`src/dtm_cfg.svh`:
```
`ifndef DTM_CFG_SVH
`define DTM_CFG_SVH

// --------------------
// TAP geometry
// --------------------

// Instruction register length, 5 bits as in debug spec 0.13
`define DTM_IR_LEN 5

// Device identification
// Version 2, part 0x001a, manufacturer 0x2e1, LSB fixed to 1
`define DTM_IDCODE 32'h2001_a5c3

// --------------------
// DMI geometry
// --------------------

// Address bits of a DMI scan, reported in DTMCS.abits
`define DTM_ABITS 7

// Words in the debug-module register bank
// Must be a power of two no larger than 2**DTM_ABITS
`define DTM_NUM_REGS 16

`endif

```
`src/dtm_pkg.sv`:
```
`default_nettype none

`include "dtm_cfg.svh"

package dtm_pkg;

    // --------------------
    // TAP controller
    // --------------------

    // The sixteen IEEE 1149.1 states
    typedef enum logic [3:0] {
        TEST_LOGIC_RESET, RUN_TEST_IDLE,
        SELECT_DR_SCAN, CAPTURE_DR, SHIFT_DR, EXIT1_DR, PAUSE_DR, EXIT2_DR, UPDATE_DR,
        SELECT_IR_SCAN, CAPTURE_IR, SHIFT_IR, EXIT1_IR, PAUSE_IR, EXIT2_IR, UPDATE_IR
    } tap_state_e;

    // Instruction opcodes, anything else acts as BYPASS
    typedef enum logic [`DTM_IR_LEN-1:0] {
        BYPASS0    = 5'h00,
        IDCODE     = 5'h01,
        DTMCS      = 5'h10,
        DMI_ACCESS = 5'h11,
        BYPASS1    = 5'h1f
    } ir_opcode_e;

    // Strobes from the TAP state, selects from the IR
    typedef struct packed {
        logic test_logic_reset;
        logic capture_dr;
        logic shift_dr;
        logic update_dr;
        logic sel_idcode;
        logic sel_bypass;
        logic sel_dtmcs;
        logic sel_dmi;
    } tap_ctrl_t;

    // --------------------
    // DMI
    // --------------------

    // Request op encoding
    typedef enum logic [1:0] {
        NOP      = 2'd0,
        READ     = 2'd1,
        WRITE    = 2'd2,
        RESERVED = 2'd3
    } dmi_op_e;

    // Status encoding shares the op field
    localparam dmi_op_e SUCCESS = NOP;
    localparam dmi_op_e FAILED  = WRITE;
    localparam dmi_op_e BUSY    = RESERVED;

    // DTM control and status, bit 31 down to bit 0
    typedef struct packed {
        logic [13:0] zero1;
        logic        dmihardreset;
        logic        dmireset;
        logic        zero0;
        logic [2:0]  idle;
        logic [1:0]  dmistat;
        logic [5:0]  abits;
        logic [3:0]  version;
    } dtmcs_t;

    // Scan layout, op in the low bits so it shifts out first
    typedef struct packed {
        logic [`DTM_ABITS-1:0] addr;
        logic [31:0]           data;
        dmi_op_e               op;
    } dmi_req_t;

    typedef struct packed {
        logic [31:0] data;
        dmi_op_e     resp;
    } dmi_resp_t;

endpackage

`default_nettype wire

```
`src/jtag_tap_ctrl.sv`:
```
`timescale 1ns/1ps
`default_nettype none

`include "dtm_cfg.svh"

module jtag_tap_ctrl (
    input  logic              tck_i,
    input  logic              trst_ni,
    input  logic              tms_i,
    input  logic              td_i,
    // Low bits of the data registers
    input  logic              idcode_tdo_i,
    input  logic              bypass_tdo_i,
    input  logic              dtmcs_tdo_i,
    input  logic              dmi_tdo_i,
    output dtm_pkg::tap_ctrl_t ctrl_o,
    output logic              td_o
);

    import dtm_pkg::*;

    // Fixed Capture-IR pattern, low two bits must be 01
    localparam logic [`DTM_IR_LEN-1:0] IR_CAPTURE = 5'b00101;

    tap_state_e                state_q, state_d;
    logic [`DTM_IR_LEN-1:0]    ir_shift_q;
    ir_opcode_e                ir_q;
    logic                      tdo_mux;

    // --------------------
    // TAP state machine
    // --------------------

    always_comb begin
        state_d = state_q;
        unique case (state_q)
            TEST_LOGIC_RESET: state_d = tms_i ? TEST_LOGIC_RESET : RUN_TEST_IDLE;
            RUN_TEST_IDLE:    state_d = tms_i ? SELECT_DR_SCAN : RUN_TEST_IDLE;
            // DR column
            SELECT_DR_SCAN:   state_d = tms_i ? SELECT_IR_SCAN : CAPTURE_DR;
            CAPTURE_DR:       state_d = tms_i ? EXIT1_DR : SHIFT_DR;
            SHIFT_DR:         state_d = tms_i ? EXIT1_DR : SHIFT_DR;
            EXIT1_DR:         state_d = tms_i ? UPDATE_DR : PAUSE_DR;
            PAUSE_DR:         state_d = tms_i ? EXIT2_DR : PAUSE_DR;
            EXIT2_DR:         state_d = tms_i ? UPDATE_DR : SHIFT_DR;
            UPDATE_DR:        state_d = tms_i ? SELECT_DR_SCAN : RUN_TEST_IDLE;
            // IR column
            SELECT_IR_SCAN:   state_d = tms_i ? TEST_LOGIC_RESET : CAPTURE_IR;
            CAPTURE_IR:       state_d = tms_i ? EXIT1_IR : SHIFT_IR;
            SHIFT_IR:         state_d = tms_i ? EXIT1_IR : SHIFT_IR;
            EXIT1_IR:         state_d = tms_i ? UPDATE_IR : PAUSE_IR;
            PAUSE_IR:         state_d = tms_i ? EXIT2_IR : PAUSE_IR;
            EXIT2_IR:         state_d = tms_i ? UPDATE_IR : SHIFT_IR;
            UPDATE_IR:        state_d = tms_i ? SELECT_DR_SCAN : RUN_TEST_IDLE;
            default:          state_d = TEST_LOGIC_RESET;
        endcase
    end

    always_ff @(posedge tck_i or negedge trst_ni) begin
        if (!trst_ni) begin
            state_q <= TEST_LOGIC_RESET;
        end else begin
            state_q <= state_d;
        end
    end

    // --------------------
    // Instruction register
    // --------------------

    // Shift stage and held instruction
    // Both fall back to IDCODE in Test-Logic-Reset
    always_ff @(posedge tck_i or negedge trst_ni) begin
        if (!trst_ni) begin
            ir_shift_q <= IDCODE;
            ir_q       <= IDCODE;
        end else if (state_q == TEST_LOGIC_RESET) begin
            ir_shift_q <= IDCODE;
            ir_q       <= IDCODE;
        end else begin
            case (state_q)
                CAPTURE_IR: ir_shift_q <= IR_CAPTURE;
                // LSB first, new bit enters at the top
                SHIFT_IR:   ir_shift_q <= {td_i, ir_shift_q[`DTM_IR_LEN-1:1]};
                // New instruction active from the edge leaving Update-IR
                UPDATE_IR:  ir_q <= ir_opcode_e'(ir_shift_q);
                default:    ir_shift_q <= ir_shift_q;
            endcase
        end
    end

    // --------------------
    // Strobes and selects
    // --------------------

    always_comb begin
        ctrl_o = '0;
        ctrl_o.test_logic_reset = (state_q == TEST_LOGIC_RESET);
        ctrl_o.capture_dr       = (state_q == CAPTURE_DR);
        ctrl_o.shift_dr         = (state_q == SHIFT_DR);
        ctrl_o.update_dr        = (state_q == UPDATE_DR);
        // Decode of the held instruction
        case (ir_q)
            IDCODE:     ctrl_o.sel_idcode = 1'b1;
            DTMCS:      ctrl_o.sel_dtmcs  = 1'b1;
            DMI_ACCESS: ctrl_o.sel_dmi    = 1'b1;
            // BYPASS0, BYPASS1 and unknown opcodes
            default:    ctrl_o.sel_bypass = 1'b1;
        endcase
    end

    // --------------------
    // TDO output
    // --------------------

    always_comb begin
        if (state_q == SHIFT_IR) begin
            tdo_mux = ir_shift_q[0];
        end else if (ctrl_o.sel_idcode) begin
            tdo_mux = idcode_tdo_i;
        end else if (ctrl_o.sel_dtmcs) begin
            tdo_mux = dtmcs_tdo_i;
        end else if (ctrl_o.sel_dmi) begin
            tdo_mux = dmi_tdo_i;
        end else begin
            tdo_mux = bypass_tdo_i;
        end
    end

    // Launched on the falling edge, sampled by the probe on the rising edge
    always_ff @(negedge tck_i or negedge trst_ni) begin
        if (!trst_ni) begin
            td_o <= 1'b0;
        end else begin
            td_o <= tdo_mux;
        end
    end

endmodule

`default_nettype wire

```
`src/dtm_id_regs.sv`:
```
`timescale 1ns/1ps
`default_nettype none

`include "dtm_cfg.svh"

module dtm_id_regs (
    input  logic               tck_i,
    input  logic               trst_ni,
    input  logic               td_i,
    input  dtm_pkg::tap_ctrl_t ctrl_i,
    // Sticky DMI error from the scan register
    input  logic               dmi_error_i,
    output logic               idcode_tdo_o,
    output logic               bypass_tdo_o,
    output logic               dtmcs_tdo_o,
    output logic               dmi_reset_o
);

    import dtm_pkg::*;

    logic        bypass_q;
    logic [31:0] idcode_q;
    dtmcs_t      dtmcs_q;
    dtmcs_t      dtmcs_capture;
    logic        dmi_reset_q;

    // Capture value of DTMCS
    always_comb begin
        dtmcs_capture         = '0;
        dtmcs_capture.version = 4'd1;
        dtmcs_capture.abits   = 6'(`DTM_ABITS);
        // One Run-Test-Idle cycle is enough, no CDC behind us
        dtmcs_capture.idle    = 3'd1;
        dtmcs_capture.dmistat = dmi_error_i ? FAILED : SUCCESS;
    end

    // --------------------
    // Shift registers
    // --------------------

    always_ff @(posedge tck_i or negedge trst_ni) begin
        if (!trst_ni) begin
            bypass_q <= 1'b0;
            idcode_q <= `DTM_IDCODE;
            dtmcs_q  <= '0;
        end else if (ctrl_i.test_logic_reset) begin
            bypass_q <= 1'b0;
            idcode_q <= `DTM_IDCODE;
            dtmcs_q  <= '0;
        end else if (ctrl_i.capture_dr) begin
            // Bypass captures a zero per 1149.1
            if (ctrl_i.sel_bypass) bypass_q <= 1'b0;
            if (ctrl_i.sel_idcode) idcode_q <= `DTM_IDCODE;
            if (ctrl_i.sel_dtmcs)  dtmcs_q  <= dtmcs_capture;
        end else if (ctrl_i.shift_dr) begin
            if (ctrl_i.sel_bypass) bypass_q <= td_i;
            if (ctrl_i.sel_idcode) idcode_q <= {td_i, idcode_q[31:1]};
            if (ctrl_i.sel_dtmcs)  dtmcs_q  <= {td_i, dtmcs_q[31:1]};
        end
    end

    // --------------------
    // dmireset pulse
    // --------------------

    // High for the single cycle after an Update-DR of DTMCS
    always_ff @(posedge tck_i or negedge trst_ni) begin
        if (!trst_ni) begin
            dmi_reset_q <= 1'b0;
        end else begin
            dmi_reset_q <= ctrl_i.update_dr & ctrl_i.sel_dtmcs & dtmcs_q.dmireset;
        end
    end

    assign dmi_reset_o  = dmi_reset_q;
    assign bypass_tdo_o = bypass_q;
    assign idcode_tdo_o = idcode_q[0];
    assign dtmcs_tdo_o  = dtmcs_q[0];

endmodule

`default_nettype wire

```
`src/dmi_shift_reg.sv`:
```
`timescale 1ns/1ps
`default_nettype none

`include "dtm_cfg.svh"

module dmi_shift_reg (
    input  logic                tck_i,
    input  logic                trst_ni,
    input  logic                td_i,
    input  dtm_pkg::tap_ctrl_t  ctrl_i,
    // Clear of the sticky error, from DTMCS.dmireset
    input  logic                dmi_reset_i,
    // Response side of the bank
    input  logic                dmi_resp_valid_i,
    input  dtm_pkg::dmi_resp_t  dmi_resp_i,
    // Request side of the bank
    output logic                dmi_req_valid_o,
    output dtm_pkg::dmi_req_t   dmi_req_o,
    output logic                dmi_error_o,
    output logic                dmi_tdo_o
);

    import dtm_pkg::*;

    localparam int SCAN_W = $bits(dmi_req_t);

    dmi_req_t    scan_q;
    dmi_req_t    scan_capture;
    logic [31:0] resp_data_q;
    logic        error_q;
    logic        dmi_update;
    logic        op_access;
    logic        op_reserved;

    // Update-DR of a DMI scan
    assign dmi_update  = ctrl_i.update_dr & ctrl_i.sel_dmi;
    assign op_access   = (scan_q.op == READ) || (scan_q.op == WRITE);
    assign op_reserved = (scan_q.op == RESERVED);

    // --------------------
    // Scan register
    // --------------------

    // Capture shows last response and the sticky status
    always_comb begin
        scan_capture      = '0;
        scan_capture.data = resp_data_q;
        scan_capture.op   = error_q ? FAILED : SUCCESS;
    end

    always_ff @(posedge tck_i or negedge trst_ni) begin
        if (!trst_ni) begin
            scan_q <= '0;
        end else if (ctrl_i.sel_dmi) begin
            if (ctrl_i.capture_dr) begin
                scan_q <= scan_capture;
            end else if (ctrl_i.shift_dr) begin
                scan_q <= {td_i, scan_q[SCAN_W-1:1]};
            end
        end
    end

    // Data of the most recent response, shown at the next capture
    always_ff @(posedge tck_i or negedge trst_ni) begin
        if (!trst_ni) begin
            resp_data_q <= '0;
        end else if (dmi_resp_valid_i) begin
            resp_data_q <= dmi_resp_i.data;
        end
    end

    // --------------------
    // Sticky error
    // --------------------

    // Set by a reserved op or a failed response
    always_ff @(posedge tck_i or negedge trst_ni) begin
        if (!trst_ni) begin
            error_q <= 1'b0;
        end else if (dmi_reset_i) begin
            error_q <= 1'b0;
        end else if (dmi_update && op_reserved) begin
            error_q <= 1'b1;
        end else if (dmi_resp_valid_i && (dmi_resp_i.resp == FAILED)) begin
            error_q <= 1'b1;
        end
    end

    // Request strobe, dropped while an error is pending
    assign dmi_req_valid_o = dmi_update & op_access & ~error_q;
    assign dmi_req_o       = scan_q;
    assign dmi_error_o     = error_q;
    assign dmi_tdo_o       = scan_q[0];

endmodule

`default_nettype wire

```
`src/dm_reg_file.sv`:
```
`timescale 1ns/1ps
`default_nettype none

`include "dtm_cfg.svh"

module dm_reg_file (
    input  logic               tck_i,
    input  logic               trst_ni,
    input  logic               req_valid_i,
    input  dtm_pkg::dmi_req_t  req_i,
    output logic               resp_valid_o,
    output dtm_pkg::dmi_resp_t resp_o
);

    import dtm_pkg::*;

    localparam int IDX_W = $clog2(`DTM_NUM_REGS);

    logic [31:0]      mem_q [`DTM_NUM_REGS];
    logic [IDX_W-1:0] idx;
    logic             in_range;
    logic             wr_en;
    dmi_resp_t        resp_d;
    dmi_resp_t        resp_q;
    logic             resp_valid_q;

    // Upper address bits must be zero
    assign idx      = req_i.addr[IDX_W-1:0];
    assign in_range = (req_i.addr[`DTM_ABITS-1:IDX_W] == '0);

    // --------------------
    // Access decode
    // --------------------

    always_comb begin
        resp_d = '{data: '0, resp: FAILED};
        wr_en  = 1'b0;
        if (in_range) begin
            case (req_i.op)
                READ: begin
                    resp_d = '{data: mem_q[idx], resp: SUCCESS};
                end
                // Write echoes the stored data
                WRITE: begin
                    resp_d = '{data: req_i.data, resp: SUCCESS};
                    wr_en  = req_valid_i;
                end
                default: begin
                    resp_d.resp = FAILED;
                end
            endcase
        end
    end

    // --------------------
    // Storage
    // --------------------

    always_ff @(posedge tck_i or negedge trst_ni) begin
        if (!trst_ni) begin
            for (int i = 0; i < `DTM_NUM_REGS; i++) begin
                mem_q[i] <= '0;
            end
        end else if (wr_en) begin
            mem_q[idx] <= req_i.data;
        end
    end

    // Response one cycle after the request
    always_ff @(posedge tck_i or negedge trst_ni) begin
        if (!trst_ni) begin
            resp_valid_q <= 1'b0;
        end else begin
            resp_valid_q <= req_valid_i;
        end
    end

    always_ff @(posedge tck_i) begin
        if (req_valid_i) begin
            resp_q <= resp_d;
        end
    end

    assign resp_valid_o = resp_valid_q;
    assign resp_o       = resp_q;

endmodule

`default_nettype wire

```
`src/dmi_jtag_top.sv`:
```
`timescale 1ns/1ps
`default_nettype none

module dmi_jtag_top (
    input  logic tck_i,
    input  logic trst_ni,
    input  logic tms_i,
    input  logic td_i,
    output logic td_o
);

    import dtm_pkg::*;

    // TAP strobes and selects
    tap_ctrl_t ctrl;

    // Serial data back to the TDO mux
    logic      idcode_tdo;
    logic      bypass_tdo;
    logic      dtmcs_tdo;
    logic      dmi_tdo;

    // Request and response strobes
    logic      dmi_req_valid;
    dmi_req_t  dmi_req;
    logic      dmi_resp_valid;
    dmi_resp_t dmi_resp;

    // Error loop between scan register and DTMCS
    logic      dmi_error;
    logic      dmi_reset;

    jtag_tap_ctrl jtag_tap_ctrl_i (
        .tck_i        (tck_i),
        .trst_ni      (trst_ni),
        .tms_i        (tms_i),
        .td_i         (td_i),
        .idcode_tdo_i (idcode_tdo),
        .bypass_tdo_i (bypass_tdo),
        .dtmcs_tdo_i  (dtmcs_tdo),
        .dmi_tdo_i    (dmi_tdo),
        .ctrl_o       (ctrl),
        .td_o         (td_o)
    );

    dtm_id_regs dtm_id_regs_i (
        .tck_i        (tck_i),
        .trst_ni      (trst_ni),
        .td_i         (td_i),
        .ctrl_i       (ctrl),
        .dmi_error_i  (dmi_error),
        .idcode_tdo_o (idcode_tdo),
        .bypass_tdo_o (bypass_tdo),
        .dtmcs_tdo_o  (dtmcs_tdo),
        .dmi_reset_o  (dmi_reset)
    );

    dmi_shift_reg dmi_shift_reg_i (
        .tck_i            (tck_i),
        .trst_ni          (trst_ni),
        .td_i             (td_i),
        .ctrl_i           (ctrl),
        .dmi_reset_i      (dmi_reset),
        .dmi_resp_valid_i (dmi_resp_valid),
        .dmi_resp_i       (dmi_resp),
        .dmi_req_valid_o  (dmi_req_valid),
        .dmi_req_o        (dmi_req),
        .dmi_error_o      (dmi_error),
        .dmi_tdo_o        (dmi_tdo)
    );

    dm_reg_file dm_reg_file_i (
        .tck_i        (tck_i),
        .trst_ni      (trst_ni),
        .req_valid_i  (dmi_req_valid),
        .req_i        (dmi_req),
        .resp_valid_o (dmi_resp_valid),
        .resp_o       (dmi_resp)
    );

endmodule

`default_nettype wire

```
`config.mk`:
```
export PLATFORM = sky130hd
export DESIGN_NAME = dmi_jtag_top
export DESIGN_NICKNAME = d
export VERILOG_FILES = /design/src/dtm_pkg.sv /design/src/jtag_tap_ctrl.sv /design/src/dtm_id_regs.sv /design/src/dmi_shift_reg.sv /design/src/dm_reg_file.sv /design/src/dmi_jtag_top.sv
export VERILOG_INCLUDE_DIRS = /design/src /design/src/src
export SDC_FILE = /design/constraint.sdc
export NUM_CORES = 1
export LEC_CHECK = 0
export BUFFER_PORTS_ARGS = -buffer_cell sky130_fd_sc_hd__buf_2
export CORE_MARGIN = 3
export CORE_UTILIZATION = 45
export DETAILED_ROUTE_END_ITERATION = 10
export HOLD_SLACK_MARGIN = 0.05
export PLACE_DENSITY_LB_ADDON = 0.1
export SLEW_MARGIN = 15
export SYNTH_ARGS = -nofsm -noshare
export SYNTH_HDL_FRONTEND = slang
export SYNTH_SLANG_ARGS = --single-unit
```
`constraint.sdc`:
```
create_clock -name tck_i -period 6.5 [get_ports tck_i]
set_input_delay 1.3 -clock tck_i [delete_from_list [all_inputs] [get_ports tck_i]]
set_output_delay 1.3 -clock tck_i [all_outputs]
set_load 0.02 [all_outputs]
```
Yosys cells after proc, flatten, opt, wreduce, memory -nomap -nowiden:

Index checks and enable logic that the tools add are counted.

* logic and storage cells: 150
* memory bits (read-only): 0
* bits in writable memories: 0
* register bits: 702
* memories kept: 0
* latch bits: 0

* multipliers: 0
* shift-type cells: 0
* divide/modulo/power cells: 0
* magnitude comparators: 2
* $add $sub $neg: 0
* multiplexer cells: 55
* reductions and logical operators: 21
* bitwise operators: 7
* equal/unequal tests: 26

Operators with widths (number)
* $bwmux W512: 1
* $mux W32: 13
* $bmux W32 S4: 1
* $demux W32 S4: 1
* $mux W41: 2
* $pmux W32 S2: 1
* $pmux W4 S12: 1
* $eq A4 B4 Y1 const B: 8
* $mux W1: 20
* $eq A4 B3 Y1 const B: 4
* $mux W4: 4
* $mux W5: 3
* $ne A3 B2 Y1 const B: 4
* $eq A5 B5 Y1 const B: 2
* $mux W2: 5
* $pmux W5 S2: 1
* $reduce_bool A3 Y1: 3
* $eq A4 B2 Y1 const B: 2
* $eq A2 B2 Y1 const B: 3
* $mux W3: 2
* $reduce_and A3 Y1: 2
* $reduce_bool A2 Y1: 3
* $reduce_or A2 Y1: 3
* $reduce_or A3 Y1: 2
* other kinds (13): 20

Longest topological paths before layout:

* word-level depth: 7
* mapped depth: 8
* depth with buffers taken out: 6

Modules after synthesis:

From an unflattened synthesis, not the netlist that was laid out.

* cells, all modules: 1979
* area total of the unflattened synthesis: 31245.0 um2

By module, submodules not included
* dm_reg_file: area an instance 24417.2 um2, cells an instance 1483, instances 1, seq. area each 13828.3 um2
* dmi_shift_reg: area an instance 3407.0 um2, cells an instance 219, instances 1, seq. area each 1851.8 um2
* dtm_id_regs: area an instance 2518.7 um2, cells an instance 169, instances 1, seq. area each 1664.1 um2
* jtag_tap_ctrl: area an instance 902.1 um2, cells an instance 108, instances 1, seq. area each 377.9 um2

==> results.md <==
- Status: finished clean
- Worst setup EP type: output port
- Critical Path AT: 4370 ps
- Detailed Route Iter0 Violations: between 1k and 1.5k
- Largest net degree at the start of global routing: about 160
- Post_cts resized: 0
- Clock power frac: 0.448
- Number of global-route vias before repair: between 15k and 20k
- Avg Inst Size Synth: 15.5 sq um
- Starting Density: 0.456
- Final setup fails: 0
- CTS buffer count: 78
- Largest cells by area after synthesis: dfrtp_1 (51%), mux2_4 (11%), mux2_2 (10%)
- Gr ovfl total: 0
- Least-Margin Pin Slew: 1100 ps
- First-pass GRT wire length: 118000 um
- Final max-slew violation count: 0
- Global Route Usage Sum: 0.208
- Initial antenna violation count: 0
- Syn_nets: around 2.1k
- Max stage delay on crit path: just under 400 ps
- DP Wirelength: ~37000 um
- DR DRC count: 0
- Worst path bufs/invs: 1
- Startpoint Class: register
- Mapped Cells: 2066
- Clock Skews: 18.8 ps
- ANT cells: 0
- Pwr Density: 275 nW/um^2
- CTS sink cnt: 701
- Critical path's slowest cell: dfrtn_1
- Post-synth top flop: dfrtp_1
- Setup TNS: 0 ps
- Post-route ant nets: 0
- Later-pin clock latency in the skew report: 600 ps
- Num ports: 5
- Hold-fix buffer count after cts: 0
- Post-synthesis async set-or-reset flop share: 0.953
- Hold/Removal Path Class: register to register
- # nets final: 1985
- Crit-path max FO: 1
- Post-synthesis register bit count: roughly 700
- Die area: 74600 sq um
- Number of synthesized flops with an enable pin: 33
- Clock Pin Slew Worst Setup and Hold Paths: 60 ps
- Finished Layout Cells: 2977
- Cell family with most CP delay: flip-flops
- Root buf cell: clkbuf_16
- Die H: ~270 um
- Core area: 70400 sq um
- Synth-to-Final Area Change: 9.28%
- CP Cell Sequence: buf_2
- Vias per inst: 5.80
- Max-Cap Viols: 0
- Net Sw Frac: 0.239
- Leak: between 0.015 and 0.02 uW
- RSZ-0062 raised after global routing: false
- # fillers: 5894
- Critical path type: register to output port
- Final Hold Vio Count: 0
- Placement row count: 97
- Port buffer count: 4
- Comb pwr share: 0.070
- Final WL: 75400 um
- Post-CTS setup buffer count: 0
- TritonCTS clock tree: done
- Post-Place Cells: 2838
- Cell Int Power: between 7000 and 8000 uW
- Routed vias: 17.3k
- Die Wd: approximately 270 um
- Seq/Total Area, Yosys: 0.552
- Routed WL per cell: about 25 um
- Synth Cell Area: 32100 sq um
- Drt pass-1 iters: 5
- Ys Warns: 0
- Sequential power share: 0.482
- Synth unique cells: 59
- Switching pwr: 2310 uW
- Synth top area share: 0.511
- Final Total Pwr: 9640 uW
- Critical Path RT: roughly 5200 ps
- Max VDD drop: 211 uV
- Routability Congestion: 0.801
- Share of cells above drive strength 1: 0.423
- Slew HR: 0.264
- Deepest clock path buffer count: 3
- CTS H-tree lvls: 3
- Top cell type by total area after synthesis: dfrtp_1
per-layer routing:
metal	vias up	global-route usage	wire length, um
met2	298	0.315	34200
met1	9391	0.314	36900
li1	7457	-	-
met3	117	0.0333	2600
met4	0	0.0524	1680
met5	-	0	0
registers in the layout, indices dropped and copies added, names as in the netlist, 4 cells and up:
name	count
dm_reg_file_i.mem_q	512
dmi_shift_reg_i.resp_data_q	32
dm_reg_file_i.resp_o	33
dtm_id_regs_i.dtmcs_q	31
jtag_tap_ctrl_i.ir_shift_q	5
dtm_id_regs_i.idcode_q	32
dmi_shift_reg_i.dmi_req_o	41
jtag_tap_ctrl_i.ir_q	5
jtag_tap_ctrl_i.state_q	4
metrics by stage:
stage / hold slack (ps) / cell area (sq um) / util / worst slack, ps
floorplan: 375 / 32100 / - / 1480
CTS: 413 / 35100 / 0.498 / 791
global route: 434 / 35100 / 0.498 / 783
global placement: 393 / 32600 / 0.463 / 1430
finish: 405 / 35100 / 0.498 / 831
detailed placement: 388 / 32600 / 0.463 / 1420
power groups by stage:
stage	combinational, uW	sequential, uW	clock, uW
6_report	672	4650	4320
5_1_grt	745	4670	4620
4_1_cts	682	4650	4450
3_5_place_dp	679	4730	0
3_3_place_gp	666	4720	0
2_1_floorplan	525	4640	0
cell usage after synthesis (all sizes together) (2+ instances only):
library cell and n:
mux2 546, clkbuf 89, or4b 2, a21oi 14
nor4 2, ha 3, o21ai 42, and3 2
a22o 55, nand2b 8, o22ai 7, dfrtp 655
a21o 3, edfxtp 33, o31ai 3, or3 3
o211ai 32, a221oi 2, nor2 40, nor2b 7
mux4 128, nand3 17, buf 116, o22a 10
nand4 2, nand2 90, inv 7, a22oi 33
nor3 15, a211oi 5, a31oi 2, mux2i 66
dfstp 12, or2 2
cells in the final DEF, fill, tap and decap left out, drive strengths merged, types with 3 or more instances in the layout:
cell / n
nor3: 15
clkbuf: 121
nand2: 90
mux2: 546
or3: 3
nand3: 17
clkinv: 14
a211oi: 5
nor2b: 7
a22oi: 33
nand2b: 8
o211ai: 32
nor2: 40
o22a: 10
ha: 3
mux2i: 66
a21oi: 14
a21o: 3
o22ai: 7
bufinv: 3
edfxtp: 33
a22o: 55
mux4: 128
o21ai: 42
inv: 8
dfstp: 12
dfrtp: 655
o31ai: 3
buf: 37
layout make-up:
cell class	instances	area, sq um	area share
sequential	701	17700	0.506
multi-input combinational	1153	13300	0.380
clock buffer	121	2340	0.0666
tap	940	1180	0.0335
timing repair buffer	37	303	0.00863
clock inverter	18	166	0.00474
inverter	7	26.3	0.000749
cells by family after synthesis:
group           share of synthesized area
mux                                 0.330
flops                               0.552
compound gates                     0.0484
buf+inv                            0.0346
simple gates                       0.0338
fa+ha+maj                         0.00117
path summary, 6_finish.rpt:
kind,start,end,slack (ps),depth (start not counted)
setup / recovery,jtag_tap_ctrl_i.td_o$_DFF_NN0_,td_o,830,1
hold / removal,dtm_id_regs_i.dmi_reset_o$_DFF_PN0_,dmi_shift_reg_i.dmi_error_o$_DFFE_PN0P_,410,1
setup reg to reg,jtag_tap_ctrl_i.ir_q[0]$_DFFE_PN1P_,jtag_tap_ctrl_i.td_o$_DFF_NN0_,1540,3
hold reg to reg,dtm_id_regs_i.dmi_reset_o$_DFF_PN0_,dmi_shift_reg_i.dmi_error_o$_DFFE_PN0P_,410,1
max in group asynchronous,trst_ni,jtag_tap_ctrl_i.td_o$_DFF_NN0_,2320,1
min in group asynchronous,trst_ni,dtm_id_regs_i.idcode_q[2]$_DFFE_PN0P_,640,1
No activity file was read; power rests on OpenSTA's default activity.
